===== src/logic/acq_pkg.sv =====
package acq_pkg;

    // ----------------------------------------------------------------------
    // lane and word widths
    // ----------------------------------------------------------------------
    localparam int N_LANES  = 4;    // all lanes share one cs_n
    localparam int SAMPLE_W = 16;

    typedef logic [SAMPLE_W-1:0]        sample_t;
    typedef logic [N_LANES-1:0]         chan_mask_t;    // bit i -> lane i
    typedef logic [3:0]                 btype_t;
    typedef logic [11:0]                frame_cnt_t;
    typedef logic [7:0]                 byte_t;
    typedef logic [31:0]                cmd_word_t;
    typedef logic [31:0]                stat_word_t;
    typedef logic [$clog2(N_LANES)-1:0] lane_idx_t;
    typedef sample_t [N_LANES-1:0]      lane_samples_t; // one word per lane

    // ----------------------------------------------------------------------
    // run sequencer
    // ----------------------------------------------------------------------
    typedef enum logic [1:0] {
        SEQ_IDLE,
        SEQ_CONV,
        SEQ_TRAN,
        SEQ_NEXT
    } seq_state_t;

endpackage


===== src/logic/adc_spi.sv =====
module adc_spi import acq_pkg::*; #(
    parameter int SCLK_DIV = 2
) (
    input  logic               clk,
    input  logic               rst_n,
    input  logic               fs_conv,
    output logic               fd_conv,
    output lane_samples_t      samples,
    output logic               cs_n,
    output logic               sclk,
    input  logic [N_LANES-1:0] miso
);

    localparam int DIV_W = (SCLK_DIV > 1) ? $clog2(SCLK_DIV) : 1;

    logic [DIV_W-1:0] div_cnt;
    logic [4:0]       edge_cnt;     // sclk half periods done
    logic             half_end;
    lane_samples_t    shreg;

    assign half_end = (div_cnt == DIV_W'(SCLK_DIV - 1));

    // ----------------------------------------------------------------------
    // framing: cs_n low for 16 sclk periods
    // ----------------------------------------------------------------------
    always_ff @(posedge clk) begin
        if (!rst_n) begin
            cs_n     <= 1'b1;
            sclk     <= 1'b0;
            fd_conv  <= 1'b0;
            div_cnt  <= '0;
            edge_cnt <= '0;
        end else begin
            fd_conv <= 1'b0;
            if (cs_n) begin
                div_cnt  <= '0;
                edge_cnt <= '0;
                if (fs_conv) begin
                    cs_n <= 1'b0;
                end
            end else if (half_end) begin
                div_cnt  <= '0;
                sclk     <= ~sclk;
                edge_cnt <= edge_cnt + 5'd1;
                if (edge_cnt == 5'd31) begin    // last falling edge
                    cs_n    <= 1'b1;
                    fd_conv <= 1'b1;
                end
            end else begin
                div_cnt <= div_cnt + 1'b1;
            end
        end
    end

    // ----------------------------------------------------------------------
    // lane shifters, msb first
    // ----------------------------------------------------------------------
    always_ff @(posedge clk) begin
        if (!cs_n && half_end) begin
            if (!sclk) begin    // rising sclk
                for (int i = 0; i < N_LANES; i++) begin
                    shreg[i] <= {shreg[i][SAMPLE_W-2:0], miso[i]};
                end
            end
            if (edge_cnt == 5'd31) begin
                samples <= shreg;
            end
        end
    end

    a_sclk_idle: assert property (@(posedge clk) disable iff (!rst_n)
        cs_n |-> !sclk);

    // conversion length as seen by the sequencer
    a_conv_len: assert property (@(posedge clk) disable iff (!rst_n)
        (fs_conv && cs_n) |-> ##(32 * SCLK_DIV + 1) fd_conv);

endmodule


===== config.mk =====
export PLATFORM = sky130hd
export DESIGN_NAME = adc_spi
export DESIGN_NICKNAME = d
export VERILOG_FILES = /design/src/logic/acq_pkg.sv /design/src/logic/adc_spi.sv
export SDC_FILE = /design/constraint.sdc
export NUM_CORES = 1
export LEC_CHECK = 0
export ABC_AREA = 1
export BUFFER_PORTS_ARGS = -buffer_cell sky130_fd_sc_hd__buf_4
export CAP_MARGIN = 5
export CORE_ASPECT_RATIO = 0.7
export CORE_MARGIN = 4
export CORE_UTILIZATION = 58
export DETAILED_ROUTE_END_ITERATION = 10
export PLACE_DENSITY = 0.83
export SETUP_SLACK_MARGIN = 0.5
export SLEW_MARGIN = 15
export SYNTH_ARGS = -nofsm -noshare
export SYNTH_HDL_FRONTEND = slang
export SYNTH_SLANG_ARGS = --single-unit

===== constraint.sdc =====
create_clock -name clk -period 5.5 [get_ports clk]
set_input_delay 0.55 -clock clk [delete_from_list [all_inputs] [get_ports clk]]
set_output_delay 0.55 -clock clk [all_outputs]
set_load 0.05 [all_outputs]

==> impl_metrics.tcl <==
set metrics [dict create \
    placementRows 25 \
    finish.utilization 0.7984 \
    period_share 0.4303 \
    finalSetupTns_ps 0 \
    rsz0062_at_grt "false" \
    dr.pass1.iters 4 \
    highest_layer "met4" \
    antenna_found_initial 0 \
    synth_nets 182 \
    wl_per_cell_um 17.26 \
    fin_crit_ps 2367 \
    hold_path_depth 1 \
    nFillCells 341 \
    setup.worst_path.end_class "flop" \
    tritoncts "yes" \
    arrival_ps 2480 \
    r2r-end "samples[15]" \
    syn2layout_area_growth_pct 30.54 \
    grt_max_degree 65 \
    hold_viol 0 \
    die_area_um2 8741 \
    grt_usage 0.1627 \
    gp_congestion 0.8230 \
    num-nets-final 275 \
    drive_above_1_share 0.3943 \
    diodes 0 \
    clk_pin_slew_ps 60 \
    r2r-start "edge_cnt[0]" \
    worst_ir_drop_vdd_uv 364.7 \
    worstMarginPinSlew_ps 803.0 \
    holdCritPathClass "in -> reg" \
    yosysSeqAreaShare 0.9518 \
    wl_um 6438 \
    postCtsSetupBuffers 0 \
    setup_viol 0 \
    grt_pass1_wl_um 9936 \
    relSlewSlack 0.4647 \
    power_mw 2.333 \
    port_buffers 73 \
    pwr_density_cell_nw_per_um2 422.7 \
    cts-root-buf "clkbuf_8" \
    leakage_nw 1.975 \
    cts_hold_buf 0 \
    synth_cell_types 19 \
    r2r_setup_slack_ps 3130 \
    ys_seq_elements 137 \
    path_max_fanout 64 \
    clock-sinks 137 \
    skew_ps 8.707 \
    wl_met3_um 559 \
    floorplan.initialDensity 0.6116 \
    cts_resized 0 \
    final_cells 373 \
    cap_viol_max_count 0 \
    netlist_area_um2 4228 \
    drv_slew 0 \
    core-area_um2 6913 \
    die_w_um 110.0 \
    die_y_um 79.43 \
    wl_met1_um 2753 \
    cp.required_ps 5620 \
    fmax_mhz 422.5 \
    grt_pass1_vias 1811 \
    crit_start "edge_cnt[0]" \
    start_kind "flop" \
    worstSkewPairLatency_ps 490 \
    crit_type "reg -> reg" \
    hold_ws_ps 229.2 \
    syn_avg_cell_area_um2 24.44 \
    cts_max_path_buffers 2 \
    antenna_left 0 \
    status "finished clean" \
    vias 1825 \
    grt-ovfl-total 0 \
    timing.critical_path.to "samples[15]" \
    dr.first_iter.drc_count 109 \
    htreeDepth 4 \
    cts_inserted_buffers 17 \
    dp_cells 341 \
    worstRegToRegCells 6 \
    hpwl_um 3489 \
    vias_per_cell 4.893 \
    wl_met2_um 3110 \
    syn_inst 173 \
    drc 0 \
    ys_warn_count 0 \
    io_pins 74 \
]
==> registers in the layout (all words and copies together), names as in the netlist <==
register,flops
fd_conv,1
sclk,1
cs_n,1
samples,64
div_cnt,1
edge_cnt,5
shreg,64
==> cell type report <==
cell class	count	area, um^2	area share
Clock buffer	18	417.9	0.07572
Clock inverter	14	203.9	0.03695
Inverter	6	22.52	0.004081
Multi-Input combinational cell	29	170.2	0.03083
Sequential cell	137	4024	0.7291
Tap cell	94	117.6	0.02131
Timing Repair Buffer	75	563.0	0.1020
==> power by group <==
part	internal [mW]	total [mW]	switching [mW]
clock	0.776	1.17	0.395
sequential	1.14	1.15	0.00590
combinational	0.00525	0.0171	0.0118
total	1.92	2.33	0.413
==> worst min path at each step <==
stage / from / to / slack [ps]
finish: miso[2] / shreg[32] / 230
global route: miso[2] / shreg[32] / 200
CTS: miso[2] / shreg[32] / 200
detailed placement: shreg[31] / samples[31] / 400
global placement: shreg[15] / samples[15] / 400
floorplan: shreg[15] / samples[15] / 400
==> metrics by stage <==
stage	cell area (um^2)	setup slack [ps]
floorplan	4228	2845
global placement	4897	3412
detailed placement	4897	3307
CTS	5519	3131
global route	5519	3046
finish	5519	3133
==> cell usage in the layout, fill, tap and decap left out, drive strengths merged, types with 2 or more instances in the layout <==
master / count
nor2: 7
clkinv: 4
a21oi: 4
o21ai: 2
inv: 6
dfxtp: 9
clkbuf: 18
buf: 75
bufinv: 5
edfxtp: 128
nand2: 9
clkinvlp: 5
ha: 2
==> per-layer routing <==
metal	vias up	GRT usage
li1	858	-
met1	894	0.2130
met2	71	0.2379
met3	2	0.07437
met4	0	0.06725
met5	-	0
==> critical path: stages, from the launching register on <==
cell     delay [ps]
dfxtp_1         430
ha_1            230
and3_1          200
ha_1            200
nand3_1         170
inv_2           100
buf_4           630
==> cells by family (layout without fill, tap and decap cells) <==
logic type               after synthesis  after routing  synth area share
adder cells (fa/ha/maj)                2              2          0.005918
flip-flops                           137            137            0.9518
AO/OA/AOI/OAI                          7              7          0.008879
AND/OR/NAND/NOR                       19             19           0.02338
buffers and inverters                  7            113          0.007990
XOR/XNOR                               1              1          0.002072
==> synthesized netlist by cell type <==
cell type / instances / area share
nor2_4: 1 / 0.0027
dfxtp_1: 9 / 0.043
nor2_1: 5 / 0.0044
edfxtp_1: 128 / 0.91
inv_2: 1 / 0.00089
nor2_2: 1 / 0.0015
nand3_1: 1 / 0.0012
buf_6: 1 / 0.0027
nand2_2: 1 / 0.0015
a21oi_1: 4 / 0.0047
o211ai_1: 1 / 0.0018
o21ai_1: 2 / 0.0024
and3_1: 1 / 0.0015
xor2_1: 1 / 0.0021
nand2_1: 7 / 0.0062
nand3b_1: 1 / 0.0018
ha_1: 2 / 0.0059
nand2_4: 1 / 0.0027
inv_1: 5 / 0.0044
(Power assumes the default switching activity.)
