[config.mk]
export PLATFORM = sky130hd
export DESIGN_NAME = cmd_regs_flat
export DESIGN_NICKNAME = d
export VERILOG_FILES = /design/src/logic/acq_pkg.sv /design/src/logic/acq_cfg_if.sv /design/src/logic/cmd_regs.sv /design/src/flat_wrapper.sv
export SDC_FILE = /design/constraint.sdc
export NUM_CORES = 1
export LEC_CHECK = 0
export BUFFER_PORTS_ARGS = -buffer_cell sky130_fd_sc_hd__buf_2
export CORE_MARGIN = 2
export CORE_UTILIZATION = 30
export DETAILED_ROUTE_END_ITERATION = 12
export PLACE_DENSITY_LB_ADDON = 0.15
export SLEW_MARGIN = 5
export SYNTH_ARGS = -nofsm -noshare
export SYNTH_HDL_FRONTEND = slang
export SYNTH_SLANG_ARGS = --single-unit
[constraint.sdc]
create_clock -name clk -period 3.6 [get_ports clk]
set_input_delay 0.54 -clock clk [delete_from_list [all_inputs] [get_ports clk]]
set_output_delay 0.54 -clock clk [all_outputs]
set_load 0.05 [all_outputs]
[src/logic/acq_pkg.sv]
package acq_pkg;

    // ----------------------------------------------------------------------
    // lane and word widths
    // ----------------------------------------------------------------------
    localparam int N_LANES  = 4;    // all lanes share one cs_n
    localparam int SAMPLE_W = 16;

    typedef logic [SAMPLE_W-1:0]        sample_t;
    typedef logic [N_LANES-1:0]         chan_mask_t;    // bit i -> lane i
    typedef logic [3:0]                 btype_t;
    typedef logic [11:0]                frame_cnt_t;
    typedef logic [7:0]                 byte_t;
    typedef logic [31:0]                cmd_word_t;
    typedef logic [31:0]                stat_word_t;
    typedef logic [$clog2(N_LANES)-1:0] lane_idx_t;
    typedef sample_t [N_LANES-1:0]      lane_samples_t; // one word per lane

    // ----------------------------------------------------------------------
    // run sequencer
    // ----------------------------------------------------------------------
    typedef enum logic [1:0] {
        SEQ_IDLE,
        SEQ_CONV,
        SEQ_TRAN,
        SEQ_NEXT
    } seq_state_t;

endpackage

[src/logic/acq_cfg_if.sv]
interface acq_cfg_if import acq_pkg::*; #(
    parameter int RAM_AW = 12
);

    chan_mask_t        chan_mask;
    btype_t            btype;
    frame_cnt_t        frames;
    logic              start;       // qualified start, one cycle
    logic              busy;
    frame_cnt_t        frames_done;
    logic [RAM_AW-1:0] wr_ptr;      // next ram write address

    modport regs (
        output chan_mask,
        output btype,
        output frames,
        output start,
        input  busy,
        input  frames_done,
        input  wr_ptr
    );

    modport seq (
        input  frames,
        input  start,
        output busy,
        output frames_done
    );

    modport pack (
        input  chan_mask,
        input  btype,
        input  start,
        output wr_ptr
    );

endinterface

[src/logic/cmd_regs.sv]
module cmd_regs import acq_pkg::*; #(
    parameter int RAM_AW = 12
) (
    input  logic       clk,
    input  logic       rst_n,
    input  logic       cmd_wr,
    input  cmd_word_t  cmd_data,
    input  logic       start,
    output stat_word_t status,
    acq_cfg_if.regs    cfg
);

    logic [RAM_AW-1:0] next_addr;

    assign next_addr = cfg.wr_ptr;

    // command fields stay frozen for the whole run
    always_ff @(posedge clk) begin
        if (!rst_n) begin
            cfg.chan_mask <= '0;
            cfg.btype     <= '0;
            cfg.frames    <= '0;
        end else if (cmd_wr && !cfg.busy && !cfg.start) begin
            cfg.chan_mask <= cmd_data[3:0];
            cfg.btype     <= cmd_data[7:4];
            cfg.frames    <= cmd_data[19:8];
        end
    end

    assign cfg.start = start && !cfg.busy && (cfg.frames != '0);

    always_comb begin
        status         = '0;
        status[11:0]   = cfg.frames_done;
        status[27:16]  = 12'(next_addr);
        status[31]     = cfg.busy;
    end

    // accepted start must launch the sequencer on the next cycle
    a_start_launch: assert property (@(posedge clk) disable iff (!rst_n)
        cfg.start |-> !cfg.busy ##1 cfg.busy);

endmodule

[src/flat_wrapper.sv]
// flat-port wrapper written by rule: the top's interface ports become plain ports
module cmd_regs_flat import acq_pkg::*;
#(
    parameter int RAM_AW = 12
)
  (clk, rst_n, cmd_wr, cmd_data, start, status, cfg_chan_mask, cfg_btype, cfg_frames, cfg_start, cfg_busy, cfg_frames_done, cfg_wr_ptr);
  acq_cfg_if #(.RAM_AW(RAM_AW)) cfg_i ();
  input  logic clk;
  input  logic rst_n;
  input  logic cmd_wr;
  input  cmd_word_t cmd_data;
  input  logic start;
  output stat_word_t status;
  output wire logic [$bits(cfg_i.chan_mask)-1:0] cfg_chan_mask;
  output wire logic [$bits(cfg_i.btype)-1:0] cfg_btype;
  output wire logic [$bits(cfg_i.frames)-1:0] cfg_frames;
  output wire logic [$bits(cfg_i.start)-1:0] cfg_start;
  input wire logic [$bits(cfg_i.busy)-1:0] cfg_busy;
  input wire logic [$bits(cfg_i.frames_done)-1:0] cfg_frames_done;
  input wire logic [$bits(cfg_i.wr_ptr)-1:0] cfg_wr_ptr;
  assign cfg_chan_mask = cfg_i.chan_mask;
  assign cfg_btype = cfg_i.btype;
  assign cfg_frames = cfg_i.frames;
  assign cfg_start = cfg_i.start;
  assign cfg_i.busy = cfg_busy;
  assign cfg_i.frames_done = cfg_frames_done;
  assign cfg_i.wr_ptr = cfg_wr_ptr;
  cmd_regs #(.RAM_AW(RAM_AW)) u_core (.clk(clk), .rst_n(rst_n), .cmd_wr(cmd_wr), .cmd_data(cmd_data), .start(start), .status(status), .cfg(cfg_i));
endmodule
==> results by group <==
Floorplanning
  – # IOs: 114
  – Rows: 21
  – Initial Utilization: 0.320
  – Die area: 4140 µm²
  – Die width: 64.4 µm
  – Placeable core region: 3420 µm²
  – Die H: 64.4 µm

Pwr
  – PwrDens: 515 nW/µm²
  – Switch share: 0.347
  – Seq pwr share: 0.403
  – Clk pwr share: 0.302
  – Int Pwr: 0.403 mW
  – Peak VDD IR: 0.298 mV
  – Net Sw Power: 0.214 mW
  – LEAKAGE: 0.606 nW
  – Comb power frac: 0.294

Synthesis
  – Mapped Cells: 129
  – Post-synth top cells: 33 x buf_4, 29 x nand2_1, 20 x dfxtp_1
  – Seq/Total Area, Yosys: 0.366
  – EDFF count, synth: 0
  – Async S/R FF share, synth: 0
  – Flops & latches, synth: 20
  – Synth top area share: 0.366
  – Synth warnings: 0
  – Syn Area/Cell: 8.48 µm²
  – Synthesized area: 1090 µm²
  – Yosys cell types: 18
  – Synth Flop Type: dfxtp_1
  – Top cells by area, synth: dfxtp_1 37%, buf_4 23%, nand2_1 10%
  – Most common cell in the netlist: buf_4
  – Area leader, netlist: dfxtp_1

Clock tree
  – Clk root buf: clkbuf_4
  – TritonCTS clock tree: done
  – CTS Sinks: 20
  – H-tree depth: 1
  – Setup Buffers After CTS: 0
  – Maximum clock insertion buffer count: 2
  – Post-CTS resize count: 0
  – CTS hold repair buffers: 0
  – Clk Latency, worst-skew pair: 0.31 ns
  – Num CTS Buffers: 3
  – CTS clk-pin slew, worst paths: 0.12 ns

Global routing
  – Vias in the first global route: about 830
  – Global-route wire length before repair: about 3800 µm
  – Maximum number of pins on one net before global-route repair: 30
  – Gr usage total: 0.119
  – Total gr overflow: 0
  – Initial antenna violation count: 0

STA
  – Slew at the pin closest to its max-slew limit: 0.676 ns
  – Hold_ws: 0.465 ns
  – Final Max Slew Viols: 0
  – Final setup violating endpoints: 0
  – Post-Route Setup TNS: 0 ns
  – Clock skew: 0.00751 ns
  – Slew HR: 0.546
  – Fin worst setup slack: 1.34 ns
  – Max Freq: 0.442 GHz
  – Unrepaired setup endpoints after global routing: no
  – Final hold vios: 0
  – Final worst path period share: 0.629
  – Min Tclk post-route: about 2.3 ns

Cells and area
  – FILL cells: between 300 and 400
  – Synthesis-to-layout area growth: 9.50%
  – NumNets Final: 210
  – Multi-input combinational cell area: 449 µm²
  – Fraction of layout cells with a size suffix above 1: 0.378
  – Antenna cells: 0
  – Register Area: 400 µm²
  – Final std cells w/o fill: 194

Setup path
  – CP cell instances: or4_4 > nor3_1 > nor3b_1 > buf_2
  – Critical path type: flop to output pin
  – Startpoint types: flop
  – R2R setup slack: 1.42 ns
  – Worst Path Arrival: 1.72 ns
  – CP Data Required Time: 3.06 ns
  – Capture point of the worst reg-to-reg path: u_core.cfg.btype[3]$_SDFFE_PN0P_
  – Crit path launch: u_core.cfg.frames[0]$_SDFFE_PN0P_
  – Slowest CP cell: or4_4
  – FF-to-FF path depth: 4
  – Max incr delay on CP: 0.56 ns
  – Crit-path max FO: 3
  – Worst setup path end: cfg_start
  – Crit end category: output pin
  – Reg2reg start: u_core.cfg.frames[0]$_SDFFE_PN0P_

Place
  – Post-place setup slack: approximately 1.4 ns
  – Routability cong.: between 0.6 and 0.7
  – DP Cell Count: 190
  – Port bufs: 46
  – Post-DP HPWL: 1730 µm

Worst hold path
  – Tightest Hold Check Type: primary input to flop

Run
  – MaxCap Viol Count: 0

Detailed routing
  – Final wirelength: between 2000 and 2500 µm
  – DR vias/cell: 4.40
  – Avg WL per Cell: around 12 µm
  – Via count: between 800 and 900
  – TritonRoute pass-1 iters: 3
  – DRT iter0 DRCs: 16
  – Final ANT Viol Nets: 0
  – DRC: 0

Status
  – Status: finished clean
## worst min path at each step
stage | depth (start not counted) | start | to | slack (ns)
4_1_cts | 3 | cmd_data[3] | u_core.cfg.chan_mask[3]$_SDFFE_PN0P_ | 0.45
3_5_place_dp | 2 | u_core.cfg.btype[2]$_SDFFE_PN0P_ | u_core.cfg.btype[2]$_SDFFE_PN0P_ | 0.45
2_1_floorplan | 2 | u_core.cfg.frames[4]$_SDFFE_PN0P_ | u_core.cfg.frames[4]$_SDFFE_PN0P_ | 0.67
3_3_place_gp | 2 | u_core.cfg.btype[1]$_SDFFE_PN0P_ | u_core.cfg.btype[1]$_SDFFE_PN0P_ | 0.44
5_1_grt | 3 | cmd_data[11] | u_core.cfg.frames[3]$_SDFFE_PN0P_ | 0.45
6_report | 3 | cmd_data[11] | u_core.cfg.frames[3]$_SDFFE_PN0P_ | 0.46
## state kept, by name, summed over array words and instances (netlist names)
signal,count
u_core.cfg.btype,4
u_core.cfg.chan_mask,4
u_core.cfg.frames,12
## per-stage QoR
stage                     utilization  total power [mW]  area, µm²
after floorplan                     -             0.474       1120
after global placement          0.335             0.435       1140
after detailed placement        0.335             0.437       1140
after CTS                       0.351             0.625       1200
after global routing            0.351             0.651       1200
final                           0.351             0.617       1200
## layout by cell type (no fill, tap or decap)
| cell type | netlist | final |
|---|---|---|
| buf_2 | 0 | 46 |
| nand2_1 | 29 | 29 |
| dfxtp_1 | 20 | 20 |
| a21boi_1 | 11 | 11 |
| o21ai_1 | 10 | 10 |
| mux2i_1 | 9 | 9 |
| conb_1 | 1 | 7 |
| clkbuf_4 | 0 | 3 |
| or4_4 | 2 | 2 |
| or4_1 | 1 | 1 |
| nor3_1 | 1 | 1 |
| nor3b_1 | 1 | 1 |
| nand2b_1 | 1 | 1 |
| nor2_1 | 1 | 1 |
| nor4_4 | 1 | 1 |
| nor2_2 | 1 | 1 |
| or2_2 | 1 | 1 |
| o21ai_0 | 1 | 1 |
| bufinv_16 | 0 | 1 |
| buf_4 | 33 | 1 |
## critical path, delay by kind of cell, from the launching register on
kind,cells,cell delay (ns)
buffers and inverters,1,0.21
flip-flops,1,0.35
AND/OR/NAND/NOR,3,0.85
## logic make-up after synthesis
| group | synth area share |
|---|---|
| AND/OR/NAND/NOR | 0.178 |
| multiplexers | 0.0824 |
| AO/OA/AOI/OAI | 0.126 |
| other | 0.00343 |
| flip-flops | 0.366 |
| buffers and inverters | 0.244 |
## power groups by stage
stage | sequential [mW] | combinational (mW) | clock [mW]
after global placement | 0.253 | 0.182 | 0
after detailed placement | 0.254 | 0.183 | 0
after CTS | 0.249 | 0.184 | 0.192
after global routing | 0.252 | 0.194 | 0.205
after floorplan | 0.312 | 0.161 | 0
final | 0.249 | 0.182 | 0.186
## layer usage
layer	GRT usage	wire length (µm)	vias to the layer above
met4	0.0479	51	0
met3	0.0528	272	16
met1	0.134	976	365
met5	0	0	-
li1	-	-	423
met2	0.194	1040	50
## area by class of cell
type | instances | area share
flip-flops and latches | 20 | 0.334
well taps | 46 | 0.0481
repair buffers | 47 | 0.199
clock buffers | 3 | 0.0188
multi-input cells | 77 | 0.375
clock inverters | 1 | 0.0251
Note: power is estimated with default switching activity, not from simulation.
