[src/logic/acq_pkg.sv]
package acq_pkg;

    // ----------------------------------------------------------------------
    // lane and word widths
    // ----------------------------------------------------------------------
    localparam int N_LANES  = 4;    // all lanes share one cs_n
    localparam int SAMPLE_W = 16;

    typedef logic [SAMPLE_W-1:0]        sample_t;
    typedef logic [N_LANES-1:0]         chan_mask_t;    // bit i -> lane i
    typedef logic [3:0]                 btype_t;
    typedef logic [11:0]                frame_cnt_t;
    typedef logic [7:0]                 byte_t;
    typedef logic [31:0]                cmd_word_t;
    typedef logic [31:0]                stat_word_t;
    typedef logic [$clog2(N_LANES)-1:0] lane_idx_t;
    typedef sample_t [N_LANES-1:0]      lane_samples_t; // one word per lane

    // ----------------------------------------------------------------------
    // run sequencer
    // ----------------------------------------------------------------------
    typedef enum logic [1:0] {
        SEQ_IDLE,
        SEQ_CONV,
        SEQ_TRAN,
        SEQ_NEXT
    } seq_state_t;

endpackage

[src/logic/acq_cfg_if.sv]
interface acq_cfg_if import acq_pkg::*; #(
    parameter int RAM_AW = 12
);

    chan_mask_t        chan_mask;
    btype_t            btype;
    frame_cnt_t        frames;
    logic              start;       // qualified start, one cycle
    logic              busy;
    frame_cnt_t        frames_done;
    logic [RAM_AW-1:0] wr_ptr;      // next ram write address

    modport regs (
        output chan_mask,
        output btype,
        output frames,
        output start,
        input  busy,
        input  frames_done,
        input  wr_ptr
    );

    modport seq (
        input  frames,
        input  start,
        output busy,
        output frames_done
    );

    modport pack (
        input  chan_mask,
        input  btype,
        input  start,
        output wr_ptr
    );

endinterface

[src/logic/data_make.sv]
module data_make import acq_pkg::*; #(
    parameter int RAM_AW = 12
) (
    input  logic              clk,
    input  logic              rst_n,
    acq_cfg_if.pack           cfg,
    input  logic              fs_tran,
    output logic              fd_tran,
    input  lane_samples_t     samples,
    output logic [RAM_AW-1:0] ram_wa,
    output byte_t             ram_wd,
    output logic              ram_we
);

    logic       active;
    logic       lo_phase;   // next byte is a low half
    chan_mask_t rem_mask;   // lanes still to write
    lane_idx_t  cur_lane;
    lane_idx_t  nxt_lane;
    frame_cnt_t frame_idx;
    logic       emit;
    logic       emit_hi;
    byte_t      emit_byte;

    function automatic lane_idx_t low_lane(input chan_mask_t m);
        lane_idx_t idx;
        idx = '0;
        for (int i = N_LANES - 1; i >= 0; i--) begin
            if (m[i]) begin
                idx = lane_idx_t'(i);
            end
        end
        return idx;
    endfunction

    assign nxt_lane = low_lane(rem_mask);
    assign emit_hi  = active && !lo_phase && (rem_mask != '0);

    always_comb begin
        emit      = 1'b0;
        emit_byte = samples[cur_lane][7:0];
        if (fs_tran) begin
            emit      = 1'b1;
            emit_byte = {cfg.btype, frame_idx[3:0]};    // header
        end else if (active && lo_phase) begin
            emit = 1'b1;
        end else if (emit_hi) begin
            emit      = 1'b1;
            emit_byte = samples[nxt_lane][15:8];
        end
    end

    always_ff @(posedge clk) begin
        if (!rst_n) begin
            active     <= 1'b0;
            lo_phase   <= 1'b0;
            rem_mask   <= '0;
            fd_tran    <= 1'b0;
            ram_we     <= 1'b0;
            frame_idx  <= '0;
            cfg.wr_ptr <= '0;
        end else begin
            fd_tran <= 1'b0;
            ram_we  <= emit;
            if (cfg.start) begin    // console leaving idle
                frame_idx  <= '0;
                cfg.wr_ptr <= '0;
            end else begin
                if (emit) begin
                    cfg.wr_ptr <= cfg.wr_ptr + 1'b1;
                end
                if (fs_tran) begin
                    active    <= 1'b1;
                    lo_phase  <= 1'b0;
                    rem_mask  <= cfg.chan_mask;
                    frame_idx <= frame_idx + 1'b1;
                end else if (active && lo_phase) begin
                    lo_phase <= 1'b0;
                end else if (emit_hi) begin
                    lo_phase           <= 1'b1;
                    rem_mask[nxt_lane] <= 1'b0;
                end else if (active) begin
                    active  <= 1'b0;
                    fd_tran <= 1'b1;
                end
            end
        end
    end

    always_ff @(posedge clk) begin
        if (emit) begin
            ram_wa <= cfg.wr_ptr;
            ram_wd <= emit_byte;
        end
        if (emit_hi && !fs_tran) begin
            cur_lane <= nxt_lane;
        end
    end

    // wr_ptr already points past ram_wa here, zero means it wrapped
    a_no_wrap: assert property (@(posedge clk) disable iff (!rst_n)
        ram_we |-> cfg.wr_ptr != '0);

endmodule

[src/flat_wrapper.sv]
// flat-port wrapper written by rule: the top's interface ports become plain ports
module data_make_flat import acq_pkg::*;
#(
    parameter int RAM_AW = 12
)
  (clk, rst_n, fs_tran, fd_tran, samples, ram_wa, ram_wd, ram_we, cfg_chan_mask, cfg_btype, cfg_start, cfg_wr_ptr);
  acq_cfg_if #(.RAM_AW(RAM_AW)) cfg_i ();
  input  logic clk;
  input  logic rst_n;
  input  logic fs_tran;
  output logic fd_tran;
  input  lane_samples_t samples;
  output logic [RAM_AW-1:0] ram_wa;
  output byte_t ram_wd;
  output logic ram_we;
  input wire logic [$bits(cfg_i.chan_mask)-1:0] cfg_chan_mask;
  input wire logic [$bits(cfg_i.btype)-1:0] cfg_btype;
  input wire logic [$bits(cfg_i.start)-1:0] cfg_start;
  output wire logic [$bits(cfg_i.wr_ptr)-1:0] cfg_wr_ptr;
  assign cfg_i.chan_mask = cfg_chan_mask;
  assign cfg_i.btype = cfg_btype;
  assign cfg_i.start = cfg_start;
  assign cfg_wr_ptr = cfg_i.wr_ptr;
  data_make #(.RAM_AW(RAM_AW)) u_core (.clk(clk), .rst_n(rst_n), .cfg(cfg_i), .fs_tran(fs_tran), .fd_tran(fd_tran), .samples(samples), .ram_wa(ram_wa), .ram_wd(ram_wd), .ram_we(ram_we));
endmodule
[config.mk]
export PLATFORM = sky130hd
export DESIGN_NAME = data_make_flat
export DESIGN_NICKNAME = d
export VERILOG_FILES = /design/src/logic/acq_pkg.sv /design/src/logic/acq_cfg_if.sv /design/src/logic/data_make.sv /design/src/flat_wrapper.sv
export SDC_FILE = /design/constraint.sdc
export NUM_CORES = 1
export LEC_CHECK = 0
export BUFFER_PORTS_ARGS = -buffer_cell sky130_fd_sc_hd__buf_2
export CAP_MARGIN = 20
export CORE_MARGIN = 2
export CORE_UTILIZATION = 42
export CTS_CLUSTER_SIZE = 20
export DETAILED_ROUTE_END_ITERATION = 16
export PLACE_DENSITY_LB_ADDON = 0.3
export RECOVER_POWER = 50
export SYNTH_ARGS = -nofsm -noshare
export SYNTH_HDL_FRONTEND = slang
export SYNTH_SLANG_ARGS = --single-unit
[constraint.sdc]
create_clock -name clk -period 1.6 [get_ports clk]
set_input_delay 0 -clock clk [delete_from_list [all_inputs] [get_ports clk]]
set_output_delay 0 -clock clk [all_outputs]
set_load 0.02 [all_outputs]
==> metrics.csv <==
stage;metric;value;unit
status;outcome;complete, but fails checks;
status;violated checks;negative setup slack;
cells_and_area;Seq. cell area;1150;um2
sta;final hold vios;0;
cells_and_area;fin nets;455;
sta;Least-Margin Pin Slew;0.446;ns
worst_setup_path;worst setup path class;reg2reg;
clocking;Clock Latency Late Sink;0.30;ns
run;max_cap viols;0;
detailed_routing;via-per-instance ratio;5.29;
clocking;CTS tree;yes;
sta;RSZ-0062 raised after global routing;true;
pwr;PwrDens;736;nW/um2
cells_and_area;ant diodes;0;
floorplanning;IO Pins;110;
yosys;largest area contributor in the netlist;edfxtp_1;
detailed_routing;vias;2381;
floorplanning;total die area;6410;um2
yosys;count leader, synth;nand2_1;
worst_setup_path;CP startpoint;u_core.rem_mask[3];
sta;Final Cycle Share;1.08;
floorplanning;effective utilization at floorplan;0.439;
pwr;Overall Power;2.72;mW
floorplanning;# rows;27;
sta;fin. max-slew vios;0;
clocking;H-tree lvl count;2;
clocking;clock sink count;46;
yosys;Synth top area share;0.272;
grt;vias in the first global route;2340;
yosys;Synth cell types;44;
yosys;Synth Flop Type;dfxtp_1;
yosys;area of the mapped netlist;2430;um2
grt;total congestion overflow;0;
cells_and_area;fraction of layout cells with a size suffix above 1;0.495;
floorplanning;die width;80.1;um
yosys;synth warn;0;
grt;first-pass GRT wire length;10900;um
detailed_routing;drc violations;0;
cells_and_area;Fillers;448;
clocking;Clock Tree Root;clkbuf_8;
yosys;share of synthesized registers carrying an async set or reset;0;
clocking;CTS max path bufs;2;
cells_and_area;area occupied by multi-input gates;1460;um2
sta;Worst slew margin;0.702;
cells_and_area;fin util;0.666;
grt;Total GRT Usage;0.220;
detailed_routing;Pre-antenna DRT Iters;4;
sta;Clock Skew;0.00707;ns
yosys;Mapped Cells;239;
yosys;syn_nets;317;
worst_setup_path;crit path max fanout;8;
sta;Fmax;0.577;GHz
sta;Setup TNS;-3.84;ns
yosys;Syn Area/Cell;10.2;um2
worst_setup_path;required time of the worst setup path;1.65;ns
min_path;Worst Hold Class;in2reg;
pwr;Leakage;1.46;nW
placement;Post-DP HPWL;5050;um
worst_setup_path;startpoint types;register;
min_path;hold path startpoint;cfg_chan_mask[3];
sta;Setup violations, final;42;
yosys;post-synthesis sequential area ratio;0.469;
detailed_routing;final WL;7140;um
detailed_routing;Iteration-0 DRC Markers;168;
detailed_routing;WL/cell;15.9;um
clocking;CTS Buf Count;5;
cells_and_area;Layout area overhead;51.9;%
pwr;VDD IR max;736;uV
placement;RePlAce Congestion;0.835;
sta;setup ws final;-0.132;ns
worst_setup_path;R2R Path Start;u_core.rem_mask[3];
yosys;Post-synth EDFFs;22;
yosys;list of most frequent post-synthesis cells;27 x nand2_1, 24 x dfxtp_1, 22 x edfxtp_1;
clocking;Worst-path clk slew;0.08;ns
grt;initial antenna violation count;0;
grt;largest net degree at the start of global routing;27;
worst_setup_path;Worst Setup End Kind;register;
floorplanning;die extent in y;80.1;um
placement;I/O Buffers;109;
detailed_routing;Post-DRT Antenna Nets;0;
floorplanning;CORE AREA;5540;um2
yosys;synth top area cells;edfxtp_1 27%, dfxtp_1 20%, mux4_2 7.4%;
sta;final critical-path required period;1.73;ns
worst_setup_path;Critical Path AT;1.78;ns
placement;Place WS;-0.184;ns
yosys;Seq cells post-synth;46;
[layout make-up]
| type | instances | area share |
|---|---|---|
| Tap cell | 72 | 0.0244 |
| Clock inverter | 2 | 0.0102 |
| Clock buffer | 6 | 0.0197 |
| Inverter | 3 | 0.00508 |
| Multi-Input combinational cell | 173 | 0.394 |
| Timing Repair inverter | 1 | 0.00237 |
| Timing Repair Buffer | 147 | 0.233 |
| Sequential cell | 46 | 0.310 |
[worst max-delay path: stages (launching register included)]
cell	delay (ns)
dfxtp_2	0.33
or4_4	0.56
buf_6	0.15
and2_4	0.22
nor2_4	0.15
o31ai_4	0.06
[placed cells by master, fill, tap and decap left out, drive strengths merged, types with 2 or more instances in the layout]
master and instances:
o21a 2, nor2b 4, nand3 4, clkbuf 26, or3 5, xor2 2, mux4 8, dlygate4sd3 6
nand2 27, o21ai 7, a21oi 21, dfxtp 24, nand3b 8, nand4 5, or4 5, a2111oi 8
o311ai 2, nand2b 3, inv 4, xnor2 2, edfxtp 22, nor3 2, or2 2, and3 2
buf 121, and2 12, o31ai 14, ha 2, nor2 18, a21boi 4
[power by group]
group          switching, mW  internal [mW]  total [mW]
clock network          0.385          0.466       0.851
registers             0.0238           1.29        1.31
logic                  0.298          0.258       0.556
total                  0.706           2.01        2.72
[cell families after synthesis]
| group | share of synthesized area |
|---|---|
| xor gates and xnor gates | 0.0144 |
| and+or+nand+nor | 0.212 |
| muxes | 0.0782 |
| DFF | 0.469 |
| buffers and inverters | 0.0396 |
| AOI/OAI and AO/OA | 0.176 |
| adders and majority gates | 0.0103 |
[state kept, by name, indices dropped and copies added, names as in the netlist]
register,count
u_core.ram_wa,12
u_core.fd_tran,1
u_core.ram_we,1
u_core.cur_lane,2
u_core.lo_phase,1
u_core.active,1
u_core.rem_mask,4
u_core.cfg.wr_ptr,12
u_core.ram_wd,8
u_core.frame_idx,4
[per-stage QoR]
| stage | hold WS (ns) | instances | cell area [um2] |
|---|---|---|---|
| 3_5_place_dp | 0.226 | 433 | 3230 |
| 5_1_grt | 0.0138 | 450 | 3690 |
| 4_1_cts | 0.00687 | 450 | 3580 |
| 2_1_floorplan | 0.130 | 239 | 2450 |
| 6_report | 0.00602 | 450 | 3690 |
| 3_3_place_gp | 0.223 | 433 | 3230 |
[repair_timing]
| item | in CTS | in global routing |
|---|---|---|
| endpoints found under the hold margin | 6 | 0 |
| hold buffers | 6 | 0 |
| cloned | 1 | 0 |
| endpoints found under the setup margin | 43 | 43 |
| pin swaps | 12 | 4 |
| buffers inserted | 4 | 3 |
| gates resized for setup | 48 | 25 |
[per-layer routing]
layer,track usage,routed length [um],up-vias
met5,0,0,-
met4,0.0678,127,0
met3,0.0483,371,10
met2,0.373,3690,79
met1,0.280,2940,1126
li1,-,-,1166
[worst paths after layout]
path         slack (ns)            endpoint  depth (start not counted)
max               -0.13    u_core.ram_wd[3]                          5
min               0.006  u_core.rem_mask[3]                          4
max reg2reg       -0.13    u_core.ram_wd[3]                          5
min reg2reg        0.50   u_core.ram_wa[11]                          0
Power figures use the tool's default switching activity.
