===== src/logic/acq_pkg.sv =====
package acq_pkg;

    // ----------------------------------------------------------------------
    // lane and word widths
    // ----------------------------------------------------------------------
    localparam int N_LANES  = 4;    // all lanes share one cs_n
    localparam int SAMPLE_W = 16;

    typedef logic [SAMPLE_W-1:0]        sample_t;
    typedef logic [N_LANES-1:0]         chan_mask_t;    // bit i -> lane i
    typedef logic [3:0]                 btype_t;
    typedef logic [11:0]                frame_cnt_t;
    typedef logic [7:0]                 byte_t;
    typedef logic [31:0]                cmd_word_t;
    typedef logic [31:0]                stat_word_t;
    typedef logic [$clog2(N_LANES)-1:0] lane_idx_t;
    typedef sample_t [N_LANES-1:0]      lane_samples_t; // one word per lane

    // ----------------------------------------------------------------------
    // run sequencer
    // ----------------------------------------------------------------------
    typedef enum logic [1:0] {
        SEQ_IDLE,
        SEQ_CONV,
        SEQ_TRAN,
        SEQ_NEXT
    } seq_state_t;

endpackage


===== src/logic/acq_cfg_if.sv =====
interface acq_cfg_if import acq_pkg::*; #(
    parameter int RAM_AW = 12
);

    chan_mask_t        chan_mask;
    btype_t            btype;
    frame_cnt_t        frames;
    logic              start;       // qualified start, one cycle
    logic              busy;
    frame_cnt_t        frames_done;
    logic [RAM_AW-1:0] wr_ptr;      // next ram write address

    modport regs (
        output chan_mask,
        output btype,
        output frames,
        output start,
        input  busy,
        input  frames_done,
        input  wr_ptr
    );

    modport seq (
        input  frames,
        input  start,
        output busy,
        output frames_done
    );

    modport pack (
        input  chan_mask,
        input  btype,
        input  start,
        output wr_ptr
    );

endinterface


===== src/logic/console.sv =====
module console import acq_pkg::*; (
    input  logic   clk,
    input  logic   rst_n,
    acq_cfg_if.seq cfg,
    output logic   fs_conv,
    input  logic   fd_conv,
    output logic   fs_tran,
    input  logic   fd_tran,
    output logic   done
);

    seq_state_t state;

    always_ff @(posedge clk) begin
        if (!rst_n) begin
            state           <= SEQ_IDLE;
            fs_conv         <= 1'b0;
            fs_tran         <= 1'b0;
            done            <= 1'b0;
            cfg.busy        <= 1'b0;
            cfg.frames_done <= '0;
        end else begin
            fs_conv <= 1'b0;    // strobes default low
            fs_tran <= 1'b0;
            done    <= 1'b0;
            case (state)
                SEQ_IDLE: begin
                    if (cfg.start) begin
                        state           <= SEQ_CONV;
                        fs_conv         <= 1'b1;
                        cfg.busy        <= 1'b1;
                        cfg.frames_done <= '0;
                    end
                end
                SEQ_CONV: begin
                    if (fd_conv) begin
                        state   <= SEQ_TRAN;
                        fs_tran <= 1'b1;
                    end
                end
                SEQ_TRAN: begin
                    if (fd_tran) begin
                        state           <= SEQ_NEXT;
                        cfg.frames_done <= cfg.frames_done + 1'b1;
                    end
                end
                SEQ_NEXT: begin
                    if (cfg.frames_done == cfg.frames) begin
                        state    <= SEQ_IDLE;
                        done     <= 1'b1;   // same edge as busy falling
                        cfg.busy <= 1'b0;
                    end else begin
                        state   <= SEQ_CONV;
                        fs_conv <= 1'b1;
                    end
                end
                default: state <= SEQ_IDLE;
            endcase
        end
    end

    a_one_strobe: assert property (@(posedge clk) disable iff (!rst_n)
        !(fs_conv && fs_tran));

endmodule


===== src/flat_wrapper.sv =====
// flat-port wrapper written by rule: the top's interface ports become plain ports
module console_flat import acq_pkg::*;
  (clk, rst_n, fs_conv, fd_conv, fs_tran, fd_tran, done, cfg_frames, cfg_start, cfg_busy, cfg_frames_done);
  acq_cfg_if cfg_i ();
  input  logic clk;
  input  logic rst_n;
  output logic fs_conv;
  input  logic fd_conv;
  output logic fs_tran;
  input  logic fd_tran;
  output logic done;
  input wire logic [$bits(cfg_i.frames)-1:0] cfg_frames;
  input wire logic [$bits(cfg_i.start)-1:0] cfg_start;
  output wire logic [$bits(cfg_i.busy)-1:0] cfg_busy;
  output wire logic [$bits(cfg_i.frames_done)-1:0] cfg_frames_done;
  assign cfg_i.frames = cfg_frames;
  assign cfg_i.start = cfg_start;
  assign cfg_busy = cfg_i.busy;
  assign cfg_frames_done = cfg_i.frames_done;
  console u_core (.clk(clk), .rst_n(rst_n), .cfg(cfg_i), .fs_conv(fs_conv), .fd_conv(fd_conv), .fs_tran(fs_tran), .fd_tran(fd_tran), .done(done));
endmodule

===== config.mk =====
export PLATFORM = sky130hd
export DESIGN_NAME = console_flat
export DESIGN_NICKNAME = d
export VERILOG_FILES = /design/src/logic/acq_pkg.sv /design/src/logic/acq_cfg_if.sv /design/src/logic/console.sv /design/src/flat_wrapper.sv
export SDC_FILE = /design/constraint.sdc
export NUM_CORES = 1
export LEC_CHECK = 0
export ABC_AREA = 1
export BUFFER_PORTS_ARGS = -buffer_cell sky130_fd_sc_hd__clkbuf_2
export CAP_MARGIN = 20
export CORE_MARGIN = 1.5
export CORE_UTILIZATION = 45
export DETAILED_ROUTE_END_ITERATION = 16
export GPL_ROUTABILITY_DRIVEN = 0
export PLACE_DENSITY = 0.79
export SLEW_MARGIN = 20
export SYNTH_ARGS = -nofsm -noshare
export SYNTH_HDL_FRONTEND = slang
export SYNTH_SLANG_ARGS = --single-unit

===== constraint.sdc =====
create_clock -name clk -period 1.5 [get_ports clk]
set_input_delay 0 -clock clk [delete_from_list [all_inputs] [get_ports clk]]
set_output_delay 0 -clock clk [all_outputs]
set_load 0.03 [all_outputs]

==> impl_metrics.xml <==
<?xml version="1.0" encoding="UTF-8"?>
<metrics>
  <group name="route">
    <metric name="routed_wl" unit="µm">2580</metric>
    <metric name="wire_per_inst" unit="µm">10.5</metric>
    <metric name="drt-vias-per-instance" unit="">4.84</metric>
    <metric name="drc" unit="">0</metric>
    <metric name="drt_pre_antenna_iters" unit="">5</metric>
    <metric name="drt_first_iter_violations" unit="">17</metric>
    <metric name="via_count" unit="">1196</metric>
    <metric name="antenna_violating_nets_post_route" unit="">0</metric>
  </group>
  <group name="cts">
    <metric name="numClockSinks" unit="">18</metric>
    <metric name="cts-root-to-sink-buffers" unit="">2</metric>
    <metric name="worstSkewPairLatency" unit="ns">0.29</metric>
    <metric name="htreeDepth" unit="">1</metric>
    <metric name="cts.reportedPaths.clkPinSlew" unit="ns">0.11</metric>
    <metric name="cts_tree" unit="">done</metric>
    <metric name="clock_root_buffer" unit="">sky130_fd_sc_hd__clkbuf_4</metric>
    <metric name="numCtsBuffers" unit="">3</metric>
  </group>
  <group name="finish">
    <metric name="final_util" unit="%">68.7</metric>
    <metric name="mostFrequentLayoutCells" unit="">sky130_fd_sc_hd__nand2_1 (45), sky130_fd_sc_hd__clkbuf_2 (32), sky130_fd_sc_hd__inv_1 (30)</metric>
    <metric name="nNetsFinal" unit="">243</metric>
    <metric name="area_growth" unit="%">40.4</metric>
    <metric name="drive_gt1_share" unit="%">33.8</metric>
    <metric name="n_antenna_cell" unit="">0</metric>
    <metric name="final.fill_count" unit="">203</metric>
    <metric name="final_common_cell" unit="">sky130_fd_sc_hd__nand2_1</metric>
  </group>
  <group name="floorplan">
    <metric name="chipWidth" unit="µm">52.5</metric>
    <metric name="placementRows" unit="">17</metric>
    <metric name="initial_core_util" unit="%">48.9</metric>
    <metric name="core-area" unit="µm²">2250</metric>
    <metric name="vert_die_dim" unit="µm">52.5</metric>
    <metric name="die-area" unit="µm²">2760</metric>
    <metric name="io_pins" unit="">33</metric>
  </group>
  <group name="synthesis">
    <metric name="post_synth.cell_area_avg" unit="µm²">6.57</metric>
    <metric name="synth-main-ff-cell" unit="">sky130_fd_sc_hd__dfxtp_1</metric>
    <metric name="post_synth_design_cell_area" unit="µm²">1100</metric>
    <metric name="synth_seq_area_share" unit="%">32.7</metric>
    <metric name="netlist_instances" unit="">168</metric>
    <metric name="postSynthNetCount" unit="">191</metric>
    <metric name="synthTopCellsByArea" unit="">sky130_fd_sc_hd__dfxtp_1 (33%), sky130_fd_sc_hd__nand2_1 (16%), sky130_fd_sc_hd__inv_1 (11%)</metric>
    <metric name="asyncSetResetFlopFracSynth" unit="%">0</metric>
    <metric name="ys_ff_latch" unit="">18</metric>
    <metric name="synthDominantCellAreaShare" unit="%">32.7</metric>
    <metric name="synth_enable_flop_cells" unit="">0</metric>
    <metric name="yosysUniqueCellTypes" unit="">19</metric>
    <metric name="synthDominantAreaCellType" unit="">sky130_fd_sc_hd__dfxtp_1</metric>
    <metric name="synth.yosys.warnings" unit="">0</metric>
  </group>
  <group name="timing">
    <metric name="skew" unit="ns">0.00153</metric>
    <metric name="grt_setup_unrepaired" unit="">true</metric>
    <metric name="fin_crit" unit="ns">1.52</metric>
    <metric name="achievable-frequency" unit="GHz">0.658</metric>
    <metric name="worst_slack" unit="ns">-0.0205</metric>
    <metric name="timing.final.hold_violations" unit="">0</metric>
    <metric name="finalMaxSlewViolations" unit="">0</metric>
    <metric name="finalCritPeriodShare" unit="%">101</metric>
    <metric name="finalSetupViolations" unit="">1</metric>
    <metric name="hold_ws" unit="ns">0.137</metric>
    <metric name="worstMarginPinSlew" unit="ns">0.252</metric>
    <metric name="slew_headroom" unit="%">83.2</metric>
  </group>
  <group name="placement">
    <metric name="port-buffer-count" unit="">32</metric>
    <metric name="pre_cts_ws" unit="ns">-0.0363</metric>
    <metric name="place.detailed.hpwl" unit="µm">1990</metric>
  </group>
  <group name="grt">
    <metric name="maximum_number_of_pins_on_one_net_before_global_route_repair" unit="">11</metric>
    <metric name="grt_pass1_vias" unit="">1081</metric>
    <metric name="global_route.usage.total" unit="%">19.4</metric>
    <metric name="grt_first_pass_wirelength" unit="µm">4100</metric>
    <metric name="number_of_antenna_violations_at_the_first_check_in_global_routing" unit="">0</metric>
    <metric name="grt_remaining_overflow" unit="">0</metric>
  </group>
  <group name="pwr">
    <metric name="ir_worst_vdd" unit="µV">926</metric>
    <metric name="finalPower" unit="mW">1.80</metric>
    <metric name="leakage" unit="nW">0.772</metric>
    <metric name="power.density_cell_area" unit="nW/µm²">1160</metric>
  </group>
  <group name="critical_path">
    <metric name="critPathLaunch" unit="">u_core.state[1]</metric>
    <metric name="worstSetupStartpointType" unit="">flip-flop</metric>
    <metric name="crit_fanout" unit="">4</metric>
    <metric name="worst_setup_path_end_kind" unit="">flip-flop</metric>
    <metric name="cp_data_required_time" unit="ns">1.69</metric>
    <metric name="critical_path_arrival" unit="ns">1.71</metric>
    <metric name="setup.worst_path.class" unit="">reg -&gt; reg</metric>
    <metric name="reg2reg_from" unit="">u_core.state[1]</metric>
  </group>
  <group name="hold_path">
    <metric name="hold_path_startpoint" unit="">cfg_frames[3]</metric>
    <metric name="kind_of_path_behind_the_tightest_hold_check" unit="">in -&gt; reg</metric>
  </group>
  <group name="outcome">
    <metric name="violations" unit="">setup timing</metric>
    <metric name="outcome" unit="">finished with violations</metric>
  </group>
  <group name="run">
    <metric name="max_cap_viol_count" unit="">0</metric>
  </group>
</metrics>
-- layout make-up --
class | instances | area [µm²] | area share, %
multi-input cells | 117 | 704 | 45.5
clock buffers | 4 | 26.3 | 1.70
well taps | 28 | 35.0 | 2.26
flip-flops and latches | 18 | 370 | 23.9
inverters | 33 | 129 | 8.32
repair buffers | 47 | 284 | 18.3
-- what timing repair did --
action,4_1_cts,5_1_grt
gates resized for setup,1,18
pin swaps,2,4
setup endpoints to repair,5,7
hold buffers,3,0
hold endpoints to repair,3,0
buffers inserted,1,4
-- power breakdown --
| part | switching (mW) | total [mW] | internal, mW |
|---|---|---|---|
| Combinational | 0.520 | 0.933 | 0.413 |
| Sequential | 0.0523 | 0.599 | 0.547 |
| Clock | 0.161 | 0.264 | 0.103 |
-- synth_stat cells, types with 3 or more instances --
cell type and n:
sky130_fd_sc_hd__a21oi_1 13, sky130_fd_sc_hd__dfxtp_1 18, sky130_fd_sc_hd__ha_1 6, sky130_fd_sc_hd__inv_1 33, sky130_fd_sc_hd__nand2_1 48, sky130_fd_sc_hd__nand2_2 3
sky130_fd_sc_hd__nand3_1 4, sky130_fd_sc_hd__nor2_1 15, sky130_fd_sc_hd__nor3_1 5, sky130_fd_sc_hd__o21ai_0 8, sky130_fd_sc_hd__xnor2_1 4
-- sequential cells by signal (all words and copies together) (netlist names) --
register,flops
u_core.cfg.frames_done,12
u_core.state,2
u_core.cfg.busy,1
u_core.done,1
u_core.fs_conv,1
u_core.fs_tran,1
-- kinds of logic (layout without fill, tap and decap cells) --
group                    after synthesis  after routing  synth area share, %
flip-flops                            18             18                 32.7
AND/OR/NAND/NOR                       83             83                 34.4
AO/OA/AOI/OAI                         24             24                 11.8
buffers and inverters                 33             84                 11.2
adder cells (fa/ha/maj)                6              6                 6.80
XOR/XNOR                               4              4                 3.17
-- routing by layer --
layer	routed length, µm	GRT usage (%)
met5	0	0
met3	108	3.14
met2	1360	37.5
met1	1100	21.7
met4	13	4.70
-- critical path, stage by stage, from the launching register on --
cell	delay [ns]
sky130_fd_sc_hd__dfxtp_4	0.40
sky130_fd_sc_hd__inv_4	0.04
sky130_fd_sc_hd__ha_4	0.16
sky130_fd_sc_hd__nand2_4	0.07
sky130_fd_sc_hd__nand2_4	0.05
sky130_fd_sc_hd__nor2_4	0.14
sky130_fd_sc_hd__buf_6	0.12
sky130_fd_sc_hd__nand3_4	0.08
sky130_fd_sc_hd__nor2_4	0.11
sky130_fd_sc_hd__nand2_2	0.05
sky130_fd_sc_hd__o21ai_1	0.13
sky130_fd_sc_hd__a21oi_1	0.05
-- metrics by stage --
step	instance area, µm²	setup TNS, ns	instances
finish	1550	-0.0205	247
global route	1550	-0.525	247
CTS	1460	0	243
detailed placement	1400	-0.0585	235
global placement	1400	0	235
floorplan	1150	0	168
-- worst paths after layout --
path	end	slack, ns	cells past startpoint
hold reg to reg	u_core.cfg.frames_done[5]	0.46	1
setup reg to reg	u_core.cfg.frames_done[9]	-0.02	11
hold / removal	u_core.done	0.14	6
setup / recovery	u_core.cfg.frames_done[9]	-0.02	11
No activity file was read; power rests on OpenSTA's default activity.
